**src/sd_cmd_params.svh**
```systemverilog
`ifndef SD_CMD_PARAMS_SVH
`define SD_CMD_PARAMS_SVH

// command frame on the CMD line including start and end bits
`define SD_CMD_BITS 48

// long response with the start bit counted
`define SD_RESP_BITS 136

// cycles in WAIT_RESPONSE before the timeout level rises
`define SD_TIMEOUT_LIMIT 63

// wide enough to hold the limit
`define SD_TIMEOUT_BITS 7

`endif
```
**src/sd_cmd_pkg.sv**
```systemverilog
`default_nettype none

`include "sd_cmd_params.svh"

package sd_cmd_pkg;

	typedef logic [`SD_CMD_BITS-1:0] cmd_frame_t;
	typedef logic [`SD_RESP_BITS-1:0] response_t;  // start bit at the msb

	typedef logic [`SD_TIMEOUT_BITS-1:0] timeout_cnt_t;
	typedef logic [$clog2(`SD_CMD_BITS)-1:0] cmd_bit_idx_t;
	typedef logic [$clog2(`SD_RESP_BITS)-1:0] resp_bit_idx_t;

	typedef enum logic [3:0]
	{
		RESET = 4'd0,
		IDLE = 4'd1,
		LOAD_COMMAND = 4'd2,
		SEND_COMMAND = 4'd3,
		WAIT_RESPONSE = 4'd4,
		SEND_RESPONSE = 4'd5,
		WAIT_ACK = 4'd6
	} cmd_state_t;

	// controller to serializer and deserializer
	typedef struct packed
	{
		logic reset_wrapper;  // empties both wrapper blocks
		logic pad_state;
		logic pad_enable;
		logic enable_pts;  // parallel to serial
		logic enable_stp;  // serial to parallel
		logic load_send;  // shift the frame out
	} wrapper_ctrl_t;

endpackage

`default_nettype wire

```
**src/sd_cmd_phys.sv**
```systemverilog
`timescale 1ns/1ps
`default_nettype none

module sd_cmd_phys
	import sd_cmd_pkg::*;
(
	input wire logic sd_clock,
	input wire logic reset,
	// host
	input wire logic strobe_in,
	input wire logic ack_in,
	input wire logic idle_in,
	input wire cmd_frame_t command,
	output logic strobe_out,
	output logic ack_out,
	output response_t response,
	output logic command_timeout,
	// card pad
	input wire logic cmd_in,
	output logic cmd_out,
	output logic cmd_oe
);

	wrapper_ctrl_t wrapper;
	logic transmission_complete;
	logic reception_complete;
	logic serial_bit;
	response_t pad_response;

	cmd_phys_controller i_controller (
		.sd_clock(sd_clock),
		.reset(reset),
		.strobe_in(strobe_in),
		.ack_in(ack_in),
		.idle_in(idle_in),
		.ack_out(ack_out),
		.strobe_out(strobe_out),
		.response(response),
		.command_timeout(command_timeout),
		.transmission_complete(transmission_complete),
		.reception_complete(reception_complete),
		.pad_response(pad_response),
		.wrapper(wrapper)
	);

	cmd_serializer i_serializer (
		.sd_clock(sd_clock),
		.reset(reset),
		.clear(wrapper.reset_wrapper),
		.enable(wrapper.enable_pts),
		.shift(wrapper.load_send),
		.command(command),
		.serial_out(serial_bit),
		.transmission_complete(transmission_complete)
	);

	cmd_deserializer i_deserializer (
		.sd_clock(sd_clock),
		.reset(reset),
		.clear(wrapper.reset_wrapper),
		.enable(wrapper.enable_stp),
		.serial_in(cmd_in),
		.pad_response(pad_response),
		.reception_complete(reception_complete)
	);

	assign cmd_oe = wrapper.pad_state & wrapper.pad_enable;
	assign cmd_out = wrapper.load_send ? serial_bit : 1'b1;  // high outside the shift

endmodule

`default_nettype wire

```
**src/cmd_deserializer.sv**
```systemverilog
`timescale 1ns/1ps
`default_nettype none

`include "sd_cmd_params.svh"

module cmd_deserializer
	import sd_cmd_pkg::*;
(
	input wire logic sd_clock,
	input wire logic reset,
	input wire logic clear,
	input wire logic enable,
	input wire logic serial_in,
	output response_t pad_response,
	output logic reception_complete
);

	typedef enum logic [1:0]
	{
		HUNT,
		COLLECT,
		HOLD
	} rx_state_t;

	rx_state_t rx_state;
	resp_bit_idx_t bit_count;  // bits taken so far
	response_t shift_reg;
	logic start_bit;
	logic take_bit;
	logic last_bit;

	assign start_bit = (rx_state == HUNT) && enable && !serial_in;
	assign take_bit = start_bit || (rx_state == COLLECT);
	assign last_bit = (rx_state == COLLECT) &&
		(bit_count == resp_bit_idx_t'(`SD_RESP_BITS - 1));

	always_ff @(posedge sd_clock)
	begin
		if (reset || clear)
		begin
			rx_state <= HUNT;
			bit_count <= '0;
		end
		else
		begin
			case (rx_state)
			HUNT:
			begin
				if (start_bit)
				begin
					rx_state <= COLLECT;
					bit_count <= resp_bit_idx_t'(1);  // start bit counts
				end
			end
			COLLECT:
			begin
				bit_count <= bit_count + 1'b1;
				if (last_bit)
					rx_state <= HOLD;
			end
			default:
				rx_state <= HOLD;  // keep the response until cleared
			endcase
		end
	end

	always_ff @(posedge sd_clock)
	begin
		if (clear)
			shift_reg <= '0;
		else if (take_bit)
			shift_reg <= {shift_reg[`SD_RESP_BITS-2:0], serial_in};
	end

	assign pad_response = shift_reg;
	assign reception_complete = last_bit;  // with the final bit on the line

endmodule

`default_nettype wire

```
**src/cmd_serializer.sv**
```systemverilog
`timescale 1ns/1ps
`default_nettype none

`include "sd_cmd_params.svh"

module cmd_serializer
	import sd_cmd_pkg::*;
(
	input wire logic sd_clock,
	input wire logic reset,
	input wire logic clear,
	input wire logic enable,
	input wire logic shift,
	input wire cmd_frame_t command,
	output logic serial_out,
	output logic transmission_complete
);

	cmd_frame_t shift_reg;
	cmd_bit_idx_t bits_left;
	logic busy;  // frame loaded with bits still to go
	logic load;
	logic last_bit;

	assign load = enable && !shift;
	assign last_bit = shift && busy && (bits_left == '0);

	always_ff @(posedge sd_clock)
	begin
		if (clear)
			shift_reg <= '1;
		else if (load)
			shift_reg <= command;
		else if (shift)
			shift_reg <= {shift_reg[`SD_CMD_BITS-2:0], 1'b1};  // msb first
	end

	always_ff @(posedge sd_clock)
	begin
		if (reset || clear)
		begin
			busy <= 1'b0;
			bits_left <= '0;
		end
		else if (load)
		begin
			busy <= 1'b1;
			bits_left <= cmd_bit_idx_t'(`SD_CMD_BITS - 1);
		end
		else if (shift && busy)
		begin
			if (last_bit)
				busy <= 1'b0;
			else
				bits_left <= bits_left - 1'b1;
		end
	end

	// line idles high when nothing is going out
	assign serial_out = (shift && busy) ? shift_reg[`SD_CMD_BITS-1] : 1'b1;
	assign transmission_complete = last_bit;

endmodule

`default_nettype wire

```
**src/cmd_phys_controller.sv**
```systemverilog
`timescale 1ns/1ps
`default_nettype none

`include "sd_cmd_params.svh"

module cmd_phys_controller
	import sd_cmd_pkg::*;
(
	input wire logic sd_clock,
	input wire logic reset,
	// host side
	input wire logic strobe_in,  // request
	input wire logic ack_in,
	input wire logic idle_in,  // abort to idle
	output logic ack_out,
	output logic strobe_out,  // response valid level
	output response_t response,
	output logic command_timeout,
	// wrapper side
	input wire logic transmission_complete,
	input wire logic reception_complete,
	input wire response_t pad_response,
	output wrapper_ctrl_t wrapper
);

	cmd_state_t state;
	cmd_state_t next_state;

	logic loaded;
	logic response_sent;
	timeout_cnt_t timeout_count;
	logic delay_count;

	always_ff @(posedge sd_clock)
	begin
		if (reset)
			state <= RESET;
		else if (idle_in)
			state <= IDLE;
		else
			state <= next_state;
	end

	// both counters only run while waiting for the card
	always_ff @(posedge sd_clock)
	begin
		if (reset || state != WAIT_RESPONSE)
		begin
			timeout_count <= '0;
			delay_count <= 1'b0;
		end
		else
		begin
			if (!command_timeout)
				timeout_count <= timeout_count + 1'b1;  // saturates at the limit
			delay_count <= 1'b1;
		end
	end

	assign command_timeout = (timeout_count == timeout_cnt_t'(`SD_TIMEOUT_LIMIT));

	always_comb
	begin
		ack_out = 1'b0;
		strobe_out = 1'b0;
		response = '0;
		loaded = 1'b0;
		response_sent = 1'b0;
		wrapper = '0;
		next_state = state;
		case (state)
		RESET:
		begin
			wrapper.reset_wrapper = 1'b1;
			next_state = IDLE;
		end
		IDLE:
		begin
			wrapper.reset_wrapper = 1'b1;
			if (strobe_in)
				next_state = LOAD_COMMAND;
		end
		LOAD_COMMAND:
		begin
			loaded = 1'b1;
			wrapper.pad_state = 1'b1;
			wrapper.pad_enable = 1'b1;
			wrapper.enable_pts = 1'b1;  // serializer latches the frame
			if (loaded)
				next_state = SEND_COMMAND;
		end
		SEND_COMMAND:
		begin
			loaded = 1'b1;
			wrapper.pad_state = 1'b1;
			wrapper.pad_enable = 1'b1;
			wrapper.enable_pts = 1'b1;
			wrapper.load_send = 1'b1;
			if (transmission_complete)
				next_state = WAIT_RESPONSE;
		end
		WAIT_RESPONSE:
		begin
			loaded = 1'b1;
			wrapper.pad_enable = 1'b1;  // line turned around so the pad is not driven
			// one cycle of turnaround before hunting for the start bit
			wrapper.enable_stp = delay_count;
			if (reception_complete)
				next_state = SEND_RESPONSE;
		end
		SEND_RESPONSE:
		begin
			strobe_out = 1'b1;
			response = pad_response;
			response_sent = 1'b1;
			if (response_sent)
				next_state = WAIT_ACK;
		end
		WAIT_ACK:
		begin
			strobe_out = 1'b1;
			response = pad_response;
			ack_out = ack_in;
			if (ack_out)
				next_state = IDLE;
		end
		default:
		begin
			wrapper.reset_wrapper = 1'b1;
			next_state = RESET;
		end
		endcase
	end

endmodule

`default_nettype wire

```
**config.mk**
```make
export PLATFORM = sky130hd
export DESIGN_NAME = sd_cmd_phys
export DESIGN_NICKNAME = d
export VERILOG_FILES = /design/src/sd_cmd_pkg.sv /design/src/sd_cmd_phys.sv /design/src/cmd_deserializer.sv /design/src/cmd_serializer.sv /design/src/cmd_phys_controller.sv
export VERILOG_INCLUDE_DIRS = /design/src
export SDC_FILE = /design/constraint.sdc
export NUM_CORES = 1
export LEC_CHECK = 0
export BUFFER_PORTS_ARGS = -buffer_cell sky130_fd_sc_hd__buf_2
export CAP_MARGIN = 20
export CORE_MARGIN = 2
export CORE_UTILIZATION = 51
export DETAILED_ROUTE_END_ITERATION = 8
export GPL_ROUTABILITY_DRIVEN = 0
export GPL_TIMING_DRIVEN = 0
export PLACE_DENSITY_LB_ADDON = 0.2
export RECOVER_POWER = 100
export REMOVE_ABC_BUFFERS = 1
export SLEW_MARGIN = 20
export SYNTH_ARGS = -nofsm -noshare
export SYNTH_HDL_FRONTEND = slang
export SYNTH_SLANG_ARGS = --single-unit
```
**constraint.sdc**
```tcl
create_clock -name sd_clock -period 2.32 [get_ports sd_clock]
set_input_delay 0.58 -clock sd_clock [delete_from_list [all_inputs] [get_ports sd_clock]]
set_output_delay 0.58 -clock sd_clock [all_outputs]
set_load 0.01 [all_outputs]
```
Yosys cells after proc, flatten, opt, wreduce, memory -nomap -nowiden
Index checks and enable logic that the tools add are counted.

Flip-flop bits (word level): 213. Output and inout bits: 141.

$add $sub $neg: 3. Equality and inequality tests: 21. Muxes and demuxes: 30. Bitwise gates (word level): 2. Reduce and logical (&&, ||, !) cells: 31.

Operators with widths (number): $mux 136 (1); $mux 48 (2); $pmux 4 s7 (1); $mux 6 (3); $mux 4 (4); $pmux 8 s2 (1); $mux 1 (14); $eq 4x3->1 const B (3); $reduce_and 2->1 (5); $add 8x1->8 const B (1); $eq 4x2->1 const B (2); $eq 8x8->1 const B (1); $mux 8 (1); $ne 2x1->1 const B (4); $reduce_and 4->1 (2); $reduce_bool 2->1 (4); $reduce_or 2->1 (4); $add 7x1->7 const B (1); $eq 7x6->1 const B (1); $logic_and 1x1->1 (6); $logic_not 6->1 (1); $ne 2x2->1 const B (3); $ne 3x2->1 const B (2); $ne 3x3->1 const B (2); other kinds (14) (18).

Logic depth before layout (Yosys ltp)
Gate-level depths: netlist of the first run.

Depth after elaboration: 7. Mapped depth: 8. Mapped depth without buffers: 6.

Modules after synthesis
A second synthesis of the first run with hierarchy kept.

Cells, all modules: 1138. Area total of the unflattened synthesis: 9481.6 um^2.

Modules (own cells, without submodules): cmd_deserializer (instances 1, cells each 649, area each 5153.7 um^2, sequential area each 2922.8 um^2); cmd_serializer (instances 1, cells each 253, area each 2745.1 um^2, sequential area each 1101.1 um^2); cmd_phys_controller (instances 1, cells each 234, area each 1570.3 um^2, sequential area each 220.2 um^2); sd_cmd_phys (instances 1, cells each 2, area each 12.5 um^2, sequential area each 0.0 um^2).

Least setup slack after synthesis of the first run
No wires, ideal clock.

Kind: register to output. Start point: register i_controller.state[0]. End point: output port response[126]. Arrival: 1.445 ns. Required time: 1.740 ns. Path slack: 0.295 ns. Cell stages (with the launch flop): 7. Path buffers: 3. Path through: dfxtp_1 > buf_2 > nand2b_1 > a21oi_1 > buf_2 > clkbuf_1 > and2_1.

Word-level cells in the longest chain between the ends: 3.

RTL lines: from (decl) (RTL line cmd_phys_controller.sv:26) `cmd_state_t state;`; from (signal assigned) (RTL line cmd_phys_controller.sv:41) `state <= next_state;`; $eq 4x3->1 (RTL line cmd_phys_controller.sv:71) `case (state)`; $reduce_or 2->1 (no line) *; $mux 136 * (RTL line cmd_phys_controller.sv:71); to (decl) (RTL line sd_cmd_phys.sv:16) `output response_t response,`.

Mark *: on every way between the ends. The rest lies on a longest branch, timed or not.

Final worst setup path of the first run
Start point: register i_controller.state[0]. End point: output port response[0].

The elaborated chain is that of the path after synthesis.

==> impl_metrics.json, run 1 <==
{
  "r2r-start": "i_controller.state[2]",
  "combPwrFrac_pct": 2.8,
  "drv_cap": 0,
  "nets": 1229,
  "diodes": 0,
  "drt_first_pass_iters": 4,
  "overflow": 0,
  "regToRegEndpoint": "i_deserializer.pad_response[6]",
  "p_switching_mw": 1.51,
  "routed_via_density": 5.40,
  "p_int_mw": 5.76,
  "synth_ff_type": "dfxtp_1",
  "ys_types": 49,
  "synth-warning-count": 0,
  "die_w_microns": 137,
  "ff2ff_setup_slack_ns": -0.06,
  "cp_num_buf_inv": 5,
  "synth.avg_cell_area_sq_um": 9.25,
  "path_cells": "nand2b_4, a21oi_4, buf_6, buf_12, buf_12, buf_16, and2_4, buf_6",
  "hold_ws_ns": 0.260,
  "status": "complete, but fails checks",
  "drive_gt1_share_pct": 30.7,
  "rsz0062_at_grt": "true",
  "start_util_pct": 52.2,
  "place_hpwl_microns": 13500,
  "met1_usage_pct": 28.6,
  "p_leak_nw": 4.69,
  "cts_buffers": 23,
  "finalPower_mw": 7.27,
  "cts_sinks": 212,
  "crit_arrival_ns": 1.92,
  "grt-busiest-layer": "met2",
  "core_sq_um": 17300,
  "fmax_mhz": 400,
  "post-place-ws_ns": -0.573,
  "cts_tree": "done",
  "fin_area_sq_um": 12200,
  "fin_crit_sh_pct": 108,
  "post_drt_wl_per_cell_microns": 15.5,
  "drcViolationCount": 0,
  "drv_slew": 0,
  "hold_buffers": 0,
  "synthArstFlopShare_pct": 0,
  "drt_wl_total_microns": 21900,
  "port_buffers": 194,
  "worst_path_max_delay_cell": "dfxtp_4",
  "cp_top_family": "buffers and inverters",
  "critPathMaxStageDelay_ns": 0.36,
  "row_count": 48,
  "hold_path_class": "in -> reg",
  "grt_pass1_vias": 6996,
  "antenna_left": 0,
  "antenna_found_initial": 1,
  "utilization_pct": 70.5,
  "postPlaceCellArea_sq_um": 10400,
  "p_clk_share_pct": 46.7,
  "grt_use_met2_pct": 35.6,
  "cts.path.max_buffers": 3,
  "path_max_fanout": 5,
  "drtIter0Drc": 304,
  "met3_usage_pct": 5.26,
  "min_from": "idle_in",
  "critPathKind": "reg -> out",
  "slew_headroom_pct": 52.9,
  "grt_usage_pct": 21.7,
  "violations": "setup timing",
  "htree_num_levels": 1,
  "finalSetupViolations": 149,
  "syn-cell-area_sq_um": 9030,
  "hold_viol": 0,
  "ios": 195,
  "num_vias": 7607,
  "ir_drop_v": 0.000553,
  "whs_endpoint": "i_controller.state[1]",
  "clockRootBuffer": "clkbuf_16",
  "synth-seq-cells": 212,
  "die_h_microns": 137,
  "worstHoldPathCells": 2,
  "grt_pass1_wl_microns": 33800,
  "dieArea_sq_um": 18800,
  "worstPathRequired_ns": 1.74,
  "cts.clk_slew.worst_paths_ns": 0.06,
  "skew_ns": 0.00987,
  "synth_edf_count": 0,
  "cp-start-kind": "flop",
  "end_kind": "output port",
  "syn_to_final_growth_pct": 35.0,
  "clk_latency_ns": 0.49,
  "yosysSeqAreaShare_pct": 47.0,
  "pwr_density_cell_nw_per_um2": 596,
  "swShare_pct": 20.8,
  "synth_cells": 977,
  "tightestPinTransition_ns": 0.703,
  "fin_crit_ns": 2.50,
  "rr_worst_depth": 8,
  "worst_slack_ns": -0.181,
  "p_seq_share_pct": 50.5,
  "grt_max_degree": 52,
  "largest_reg_flops": 136
}
## cell usage in the layout, fill, tap and decap left out, drive strengths merged, types with 2 or more instances in the layout
master	n
a311oi	3
nand2b	10
inv	11
a31o	4
nor3	8
nor4	2
mux2i	136
and2	139
o21ai	12
nand4	4
nand3	4
dfxtp	212
clkbuf	42
a31oi	7
or2	4
o211ai	2
xnor2	2
o22ai	95
and4b	2
and3	5
nand2	146
nor3b	3
buf	237
a211oi	4
ha	3
nor2b	2
clkinv	4
a21oi	58
a21boi	2
nor2	12
## kinds of logic after synthesis
kind of cell	count (synthesis)	share of synthesized area [%]
xor+xnor	3	0.291
buf+inv	88	4.85
simple gates	344	19.7
flops	212	47.0
fa+ha+maj	3	0.415
compound gates	191	12.7
mux	136	15.1
## final cells by class
type	instances	area, sq um
clock inverter	5	50.0
tap	225	282
clock buffer	32	639
multi-input combinational	677	4570
fill	1291	5100
timing repair buffer	247	2350
sequential	212	4260
inverter	11	57.6
## stage by stage
stage | setup TNS (ns) | instances
final | -16.36 | 1409
after global routing | -33.80 | 1409
after CTS | -25.72 | 1404
after detailed placement | -56.73 | 1340
after global placement | -1807.62 | 1319
after floorplan | -911.64 | 900
## synth_stat cells (all sizes together) (3+ instances only)
cell	count	area [sq um]
nor3	8	40.0
and3	5	31.3
a311oi	3	26.3
a31oi	7	43.8
buf	44	273
nor3b	3	33.8
nand2	146	548
a21oi	58	294
nand2b	10	62.6
clkbuf	33	124
nand3	4	20.0
inv	11	41.3
nand4	4	25.0
o22ai	95	594
mux2i	136	1360
a31o	4	35.0
o21ai	12	60.1
ha	3	37.5
and2	139	870
or2	4	25.0
a211oi	4	30.0
nor2	12	52.6
dfxtp	212	4240
## how the worst max path moves through the flow
stage,startpoint,to,depth (start not counted)
2_1_floorplan,i_controller.state[2],i_deserializer.bit_count[0],3
3_3_place_gp,i_controller.state[2],i_deserializer.pad_response[105],4
3_5_place_dp,i_controller.state[2],response[58],7
4_1_cts,i_controller.state[1],response[78],7
5_1_grt,i_controller.state[0],response[58],7
6_report,i_controller.state[0],response[0],8
## metal layers
layer	up-vias	wire length (microns)
met5	-	0
met1	3554	9640
met2	198	10400
met4	0	514
li1	3813	-
met3	42	1340
## power by group through the flow
stage	Sequential (mW)	Clock, mW	Combinational, mW
after floorplan	3.75	0	0.0840
after global placement	3.76	0	0.160
after detailed placement	3.76	0	0.198
after CTS	3.67	3.48	0.212
after global routing	3.67	3.62	0.225
final	3.67	3.39	0.206
## repair_timing
item	in CTS	in global routing
setup buffers	20	7
cloned	8	5
gates resized for setup	86	120
pin swaps	16	48
endpoints found under the setup margin	211	171
No activity file was read; power rests on OpenSTA's default activity.
==> inputs of run 2 (changes only) <==
==> constraint.sdc (replaced) <==
create_clock -name sd_clock -period 2.32 [get_ports sd_clock]
set_input_delay 0.464 -clock sd_clock [delete_from_list [all_inputs] [get_ports sd_clock]]
set_output_delay 0.464 -clock sd_clock [all_outputs]
set_load 0.01 [all_outputs]
==> run 2 against run 1 <==
Against the previous run: the run still ends with setup timing left; final cell count rose by 0.35%; maximum frequency grew 2.8%; total power increased by 0.27%.
==> impl_metrics.json, run 2 (synthesis gave the netlist of run 1 again) <==
{
  "status": "complete, but fails checks",
  "violations": "setup timing",
  "min_from": "idle_in",
  "grt_pass1_wl_microns": 33200,
  "rsz0062_at_grt": "true",
  "place_hpwl_microns": 13500,
  "drt_first_pass_iters": 4,
  "drt_wl_total_microns": 23300,
  "setup_tns_ns": -5.75,
  "cts_buffers": 23,
  "die_w_microns": 137,
  "finalPower_mw": 7.29,
  "cp-start-kind": "flop",
  "grt_max_degree": 52,
  "r2r-start": "i_controller.state[2]",
  "fin_crit_sh_pct": 105,
  "ios": 195,
  "fin_area_sq_um": 12700,
  "finalSetupViolations": 114,
  "place_inst": 1340,
  "post_drt_wl_per_cell_microns": 16.5,
  "hold_path_class": "in -> reg",
  "pwr_density_cell_nw_per_um2": 573,
  "hold_ws_ns": 0.144,
  "start_util_pct": 52.2,
  "core_sq_um": 17300,
  "grt_pass1_vias": 6898,
  "drtIter0Drc": 333,
  "slew_headroom_pct": 52.2,
  "cts_sinks": 212,
  "ir_drop_v": 0.000551,
  "skew_ns": 0.00741,
  "drv_cap": 0,
  "grt_usage_pct": 21.3,
  "syn_to_final_growth_pct": 40.9,
  "worstHoldPathCells": 2,
  "p_leak_nw": 4.86,
  "whs_endpoint": "i_controller.state[1]",
  "crit_path_start": "i_controller.state[0]",
  "row_count": 48,
  "drive_gt1_share_pct": 34.7,
  "stdcell_count": 1414,
  "drv_slew": 0,
  "post-place-ws_ns": -0.457,
  "utilization_pct": 73.6,
  "ff2ff_setup_slack_ns": 0.05,
  "postPlaceCellArea_sq_um": 10400,
  "fin_crit_ns": 2.43,
  "hold_viol": 0,
  "routed_via_density": 5.43,
  "clockRootBuffer": "clkbuf_16",
  "rr_worst_depth": 7,
  "path_max_fanout": 8,
  "antenna_found_initial": 1,
  "die_h_microns": 137,
  "regToRegEndpoint": "i_serializer.shift_reg[13]",
  "overflow": 0,
  "layout_common_cells": "dfxtp_1 (209), nand2_1 (146), mux2i_1 (136)",
  "cts.path.max_buffers": 3,
  "dieArea_sq_um": 18800,
  "fmax_mhz": 411,
  "worstPathRequired_ns": 1.86,
  "clk_latency_ns": 0.49,
  "antenna_left": 0,
  "tightestPinTransition_ns": 0.715,
  "end_kind": "output port",
  "crit_arrival_ns": 1.97,
  "htree_num_levels": 1,
  "critPathKind": "reg -> out",
  "cts_tree": "done",
  "nets": 1234,
  "port_buffers": 194,
  "largest_reg_flops": 136,
  "num_vias": 7677,
  "final_common_cell": "dfxtp_1",
  "cts.clk_slew.worst_paths_ns": 0.06,
  "worst_slack_ns": -0.113,
  "drcViolationCount": 0,
  "diodes": 0,
  "nFillCells": 1202
}
run 2: layout make-up:
class	instances	area, sq um	share of cell area (%)
Timing Repair Buffer	252	2780	21.8
Inverter	11	53.8	0.422
Tap cell	225	282	2.21
Multi-Input combinational cell	677	4680	36.7
Clock buffer	32	639	5.02
Clock inverter	5	50.0	0.393
Sequential cell	212	4260	33.4
run 2: worst max path at each step:
| stage | slack (ns) | end | cells past startpoint |
|---|---|---|---|
| 5_1_grt | -0.15 | response[58] | 7 |
| 6_report | -0.11 | response[58] | 7 |
| 3_3_place_gp | -7.29 | i_deserializer.pad_response[105] | 4 |
| 2_1_floorplan | -3.73 | i_deserializer.bit_count[0] | 3 |
| 3_5_place_dp | -0.46 | response[58] | 7 |
| 4_1_cts | -0.12 | response[83] | 7 |
run 2: what timing repair did:
action | CTS | global route
setup buffers | 15 | 5
gates cloned | 5 | 14
setup endpoints to repair | 210 | 154
endpoints found under the hold margin | 0 | 0
resized for setup | 66 | 209
hold buffers | 0 | 0
pin swaps | 23 | 73
run 2: worst max-delay path, cell delays in order, from the launching register on:
cell	delay, ns
dfxtp_4	0.36
nand2b_4	0.15
a21oi_4	0.22
clkbuf_16	0.20
buf_16	0.15
clkbuf_16	0.15
and2_4	0.15
buf_6	0.10
run 2: routing by layer:
layer | vias up | wire (microns) | global-route usage, %
li1 | 3820 | - | -
met1 | 3619 | 10100 | 28.1
met2 | 198 | 11400 | 34.6
met3 | 40 | 1350 | 4.93
met4 | 0 | 520 | 6.41
met5 | - | 0 | 0
run 2: where the power goes:
group | total (mW) | switching [mW] | internal [mW] | leakage, nW
Combinational | 0.213 | 0.117 | 0.0961 | 2.80
Clock | 3.41 | 1.39 | 2.01 | 0.342
Sequential | 3.67 | 0.0150 | 3.66 | 1.71
==> inputs of run 3 (changes only) <==
--- a/config.mk
+++ b/config.mk
@@ -10,6 +10,7 @@
 export CAP_MARGIN = 20
 export CORE_MARGIN = 2
 export CORE_UTILIZATION = 51
+export CTS_BUF_LIST = sky130_fd_sc_hd__clkbuf_4 sky130_fd_sc_hd__clkbuf_8
 export DETAILED_ROUTE_END_ITERATION = 8
 export GPL_ROUTABILITY_DRIVEN = 0
 export GPL_TIMING_DRIVEN = 0
==> run 3 against run 2 <==
Against the previous run: worst hold slack lost 0.0055 ns; critical path type unchanged; largest power group unchanged; sequential share of layout area grew 2.3 points; the flow still finishes with violations (setup timing); via count shrank 0.63%; global-route usage grew 1.3 points; non-clock buffer count shrank 7; critical path depth is the same; flip-flop and latch count is the same; final cell count grew 0.99%; maximum frequency grew 1.6%.
==> impl_metrics.json, run 3 (synthesis gave the netlist of run 1 again) <==
{
  "worstHoldPathCells": 2,
  "htree_num_levels": 2,
  "drive_gt1_share_pct": 30.2,
  "die_h_microns": 137,
  "nFillCells": 1356,
  "antenna_left": 0,
  "dieArea_sq_um": 18800,
  "port_buffers": 194,
  "hold_path_class": "in -> reg",
  "min_from": "idle_in",
  "die_w_microns": 137,
  "grt_max_degree": 45,
  "row_count": 48,
  "stdcell_count": 1428,
  "grt_pass1_wl_microns": 34500,
  "nets": 1241,
  "grt-busiest-layer": "met2",
  "worst_slack_ns": -0.0750,
  "tightestPinTransition_ns": 0.715,
  "ff2ff_setup_slack_ns": 0.08,
  "met1_usage_pct": 27.8,
  "worstPathRequired_ns": 1.86,
  "critPathMaxStageDelay_ns": 0.36,
  "cts.path.max_buffers": 3,
  "pwr_density_cell_nw_per_um2": 603,
  "largest_reg_flops": 136,
  "grt_use_met2_pct": 37.2,
  "drcViolationCount": 0,
  "place_hpwl_microns": 13500,
  "clockRootBuffer": "clkbuf_8",
  "path_max_fanout": 7,
  "skew_ns": 0.0210,
  "cp-start-kind": "flop",
  "slew_headroom_pct": 52.1,
  "path_cells": "nand2b_4, a21oi_4, buf_6, buf_16, clkbuf_16, and2_1, buf_2",
  "num_vias": 7629,
  "place_inst": 1340,
  "routed_via_density": 5.34,
  "ir_drop_v": 0.000420,
  "final_common_cell": "dfxtp_1",
  "r2r-start": "i_controller.state[2]",
  "fmax_mhz": 418,
  "status": "complete, but fails checks",
  "cts_buffers": 36,
  "end_kind": "output port",
  "hold_viol": 0,
  "fin_crit_ns": 2.40,
  "cp_num_buf_inv": 4,
  "overflow": 0,
  "met3_usage_pct": 5.96,
  "drv_cap": 0,
  "hold_buffers": 0,
  "finalPower_mw": 7.18,
  "setup_tns_ns": -2.94,
  "clk_latency_ns": 0.52,
  "cts_tree": "done",
  "diodes": 0,
  "core_sq_um": 17300,
  "antenna_found_initial": 1,
  "syn_to_final_growth_pct": 31.8,
  "layout_common_cells": "dfxtp_1 (209), nand2_1 (144), buf_2 (143)",
  "fin_crit_sh_pct": 103,
  "multiInputGateArea_sq_um": 4510,
  "rr_worst_depth": 8,
  "seq_area_sq_um": 4260,
  "violations": "setup timing",
  "drt_first_pass_iters": 4,
  "drtIter0Drc": 225,
  "rsz0062_at_grt": "true",
  "whs_endpoint": "i_controller.state[1]",
  "start_util_pct": 52.2,
  "finalSetupViolations": 71,
  "p_leak_nw": 4.64,
  "cts.clk_slew.worst_paths_ns": 0.06,
  "crit_arrival_ns": 1.93,
  "worst_path_max_delay_cell": "dfxtp_4",
  "drt_wl_total_microns": 22000,
  "critPathKind": "reg -> out",
  "regToRegEndpoint": "i_deserializer.pad_response[116]",
  "cts_sinks": 212,
  "cp_top_family": "buffers and inverters",
  "grt_usage_pct": 22.5,
  "ios": 195,
  "post_drt_wl_per_cell_microns": 15.4,
  "drv_slew": 0,
  "grt_pass1_vias": 7225
}
## run 3: changes by cell type in the layout (fill, tap and decap cells not counted), sizes merged
cell    previous run  this run
buf              239       234
clkinv             4         1
inv               11        12
clkbuf            45        66
bufinv             1         0
bufbuf             0         1
## run 3: worst reg2reg max path, delay by kind of cell (launching register included)
kind / cells / cell delay [ns]
AO/OA/AOI/OAI: 1 / 0.15
multiplexers: 1 / 0.21
buffers and inverters: 4 / 0.97
flip-flops: 1 / 0.42
AND/OR/NAND/NOR: 2 / 0.44
## run 3: per-layer routing
metal  wire length [microns]  share of wire, %  up-vias
met5                       0                 0        -
met4                     595               2.7        0
met3                    1460               6.6       49
met2                   10600                48      196
met1                    9360                42     3564
li1                        -                 -     3820
## run 3: layout make-up
class                      count  area share (%)
inverter                      11           0.483
timing repair inverter         1          0.0735
clock buffer                  56            5.84
timing repair buffer         245            17.6
clock inverter                 1          0.0420
tap                          225            2.36
multi-input combinational    677            37.8
sequential                   212            35.7
## run 3: worst max path at each step
| stage | cells past startpoint | slack (ns) | to | startpoint |
|---|---|---|---|---|
| 4_1_cts | 8 | -0.14 | response[70] | i_controller.state[1] |
| 5_1_grt | 8 | -0.14 | response[4] | i_controller.state[0] |
| 3_3_place_gp | 4 | -7.29 | i_deserializer.pad_response[105] | i_controller.state[2] |
| 2_1_floorplan | 3 | -3.73 | i_deserializer.bit_count[0] | i_controller.state[2] |
| 6_report | 7 | -0.08 | response[124] | i_controller.state[0] |
| 3_5_place_dp | 7 | -0.46 | response[58] | i_controller.state[2] |
## run 3: per-stage QoR
| step | instance area (sq um) | util, % | hold WS, ns | setup WS, ns |
|---|---|---|---|---|
| after floorplan | 8640 | - | 0.415 | -3.73 |
| after global placement | 9890 | 57.2 | 0.437 | -7.29 |
| after detailed placement | 10400 | 60.2 | 0.444 | -0.457 |
| after CTS | 11900 | 68.5 | 0.109 | -0.138 |
| after global routing | 11900 | 68.9 | 0.138 | -0.139 |
| final | 11900 | 68.9 | 0.138 | -0.0750 |
## run 3: repair_timing
item | 4_1_cts | 5_1_grt
pin swaps | 14 | 18
buffers inserted | 22 | 2
endpoints found under the setup margin | 208 | 189
gates resized for setup | 74 | 65
gates cloned | 10 | 4
## run 3: power by group
group          switching, mW  internal (mW)  leakage, nW  total [mW]
sequential            0.0148           3.66         1.71        3.67
clock                   1.43           1.88        0.375        3.31
combinational          0.115         0.0856         2.56       0.200
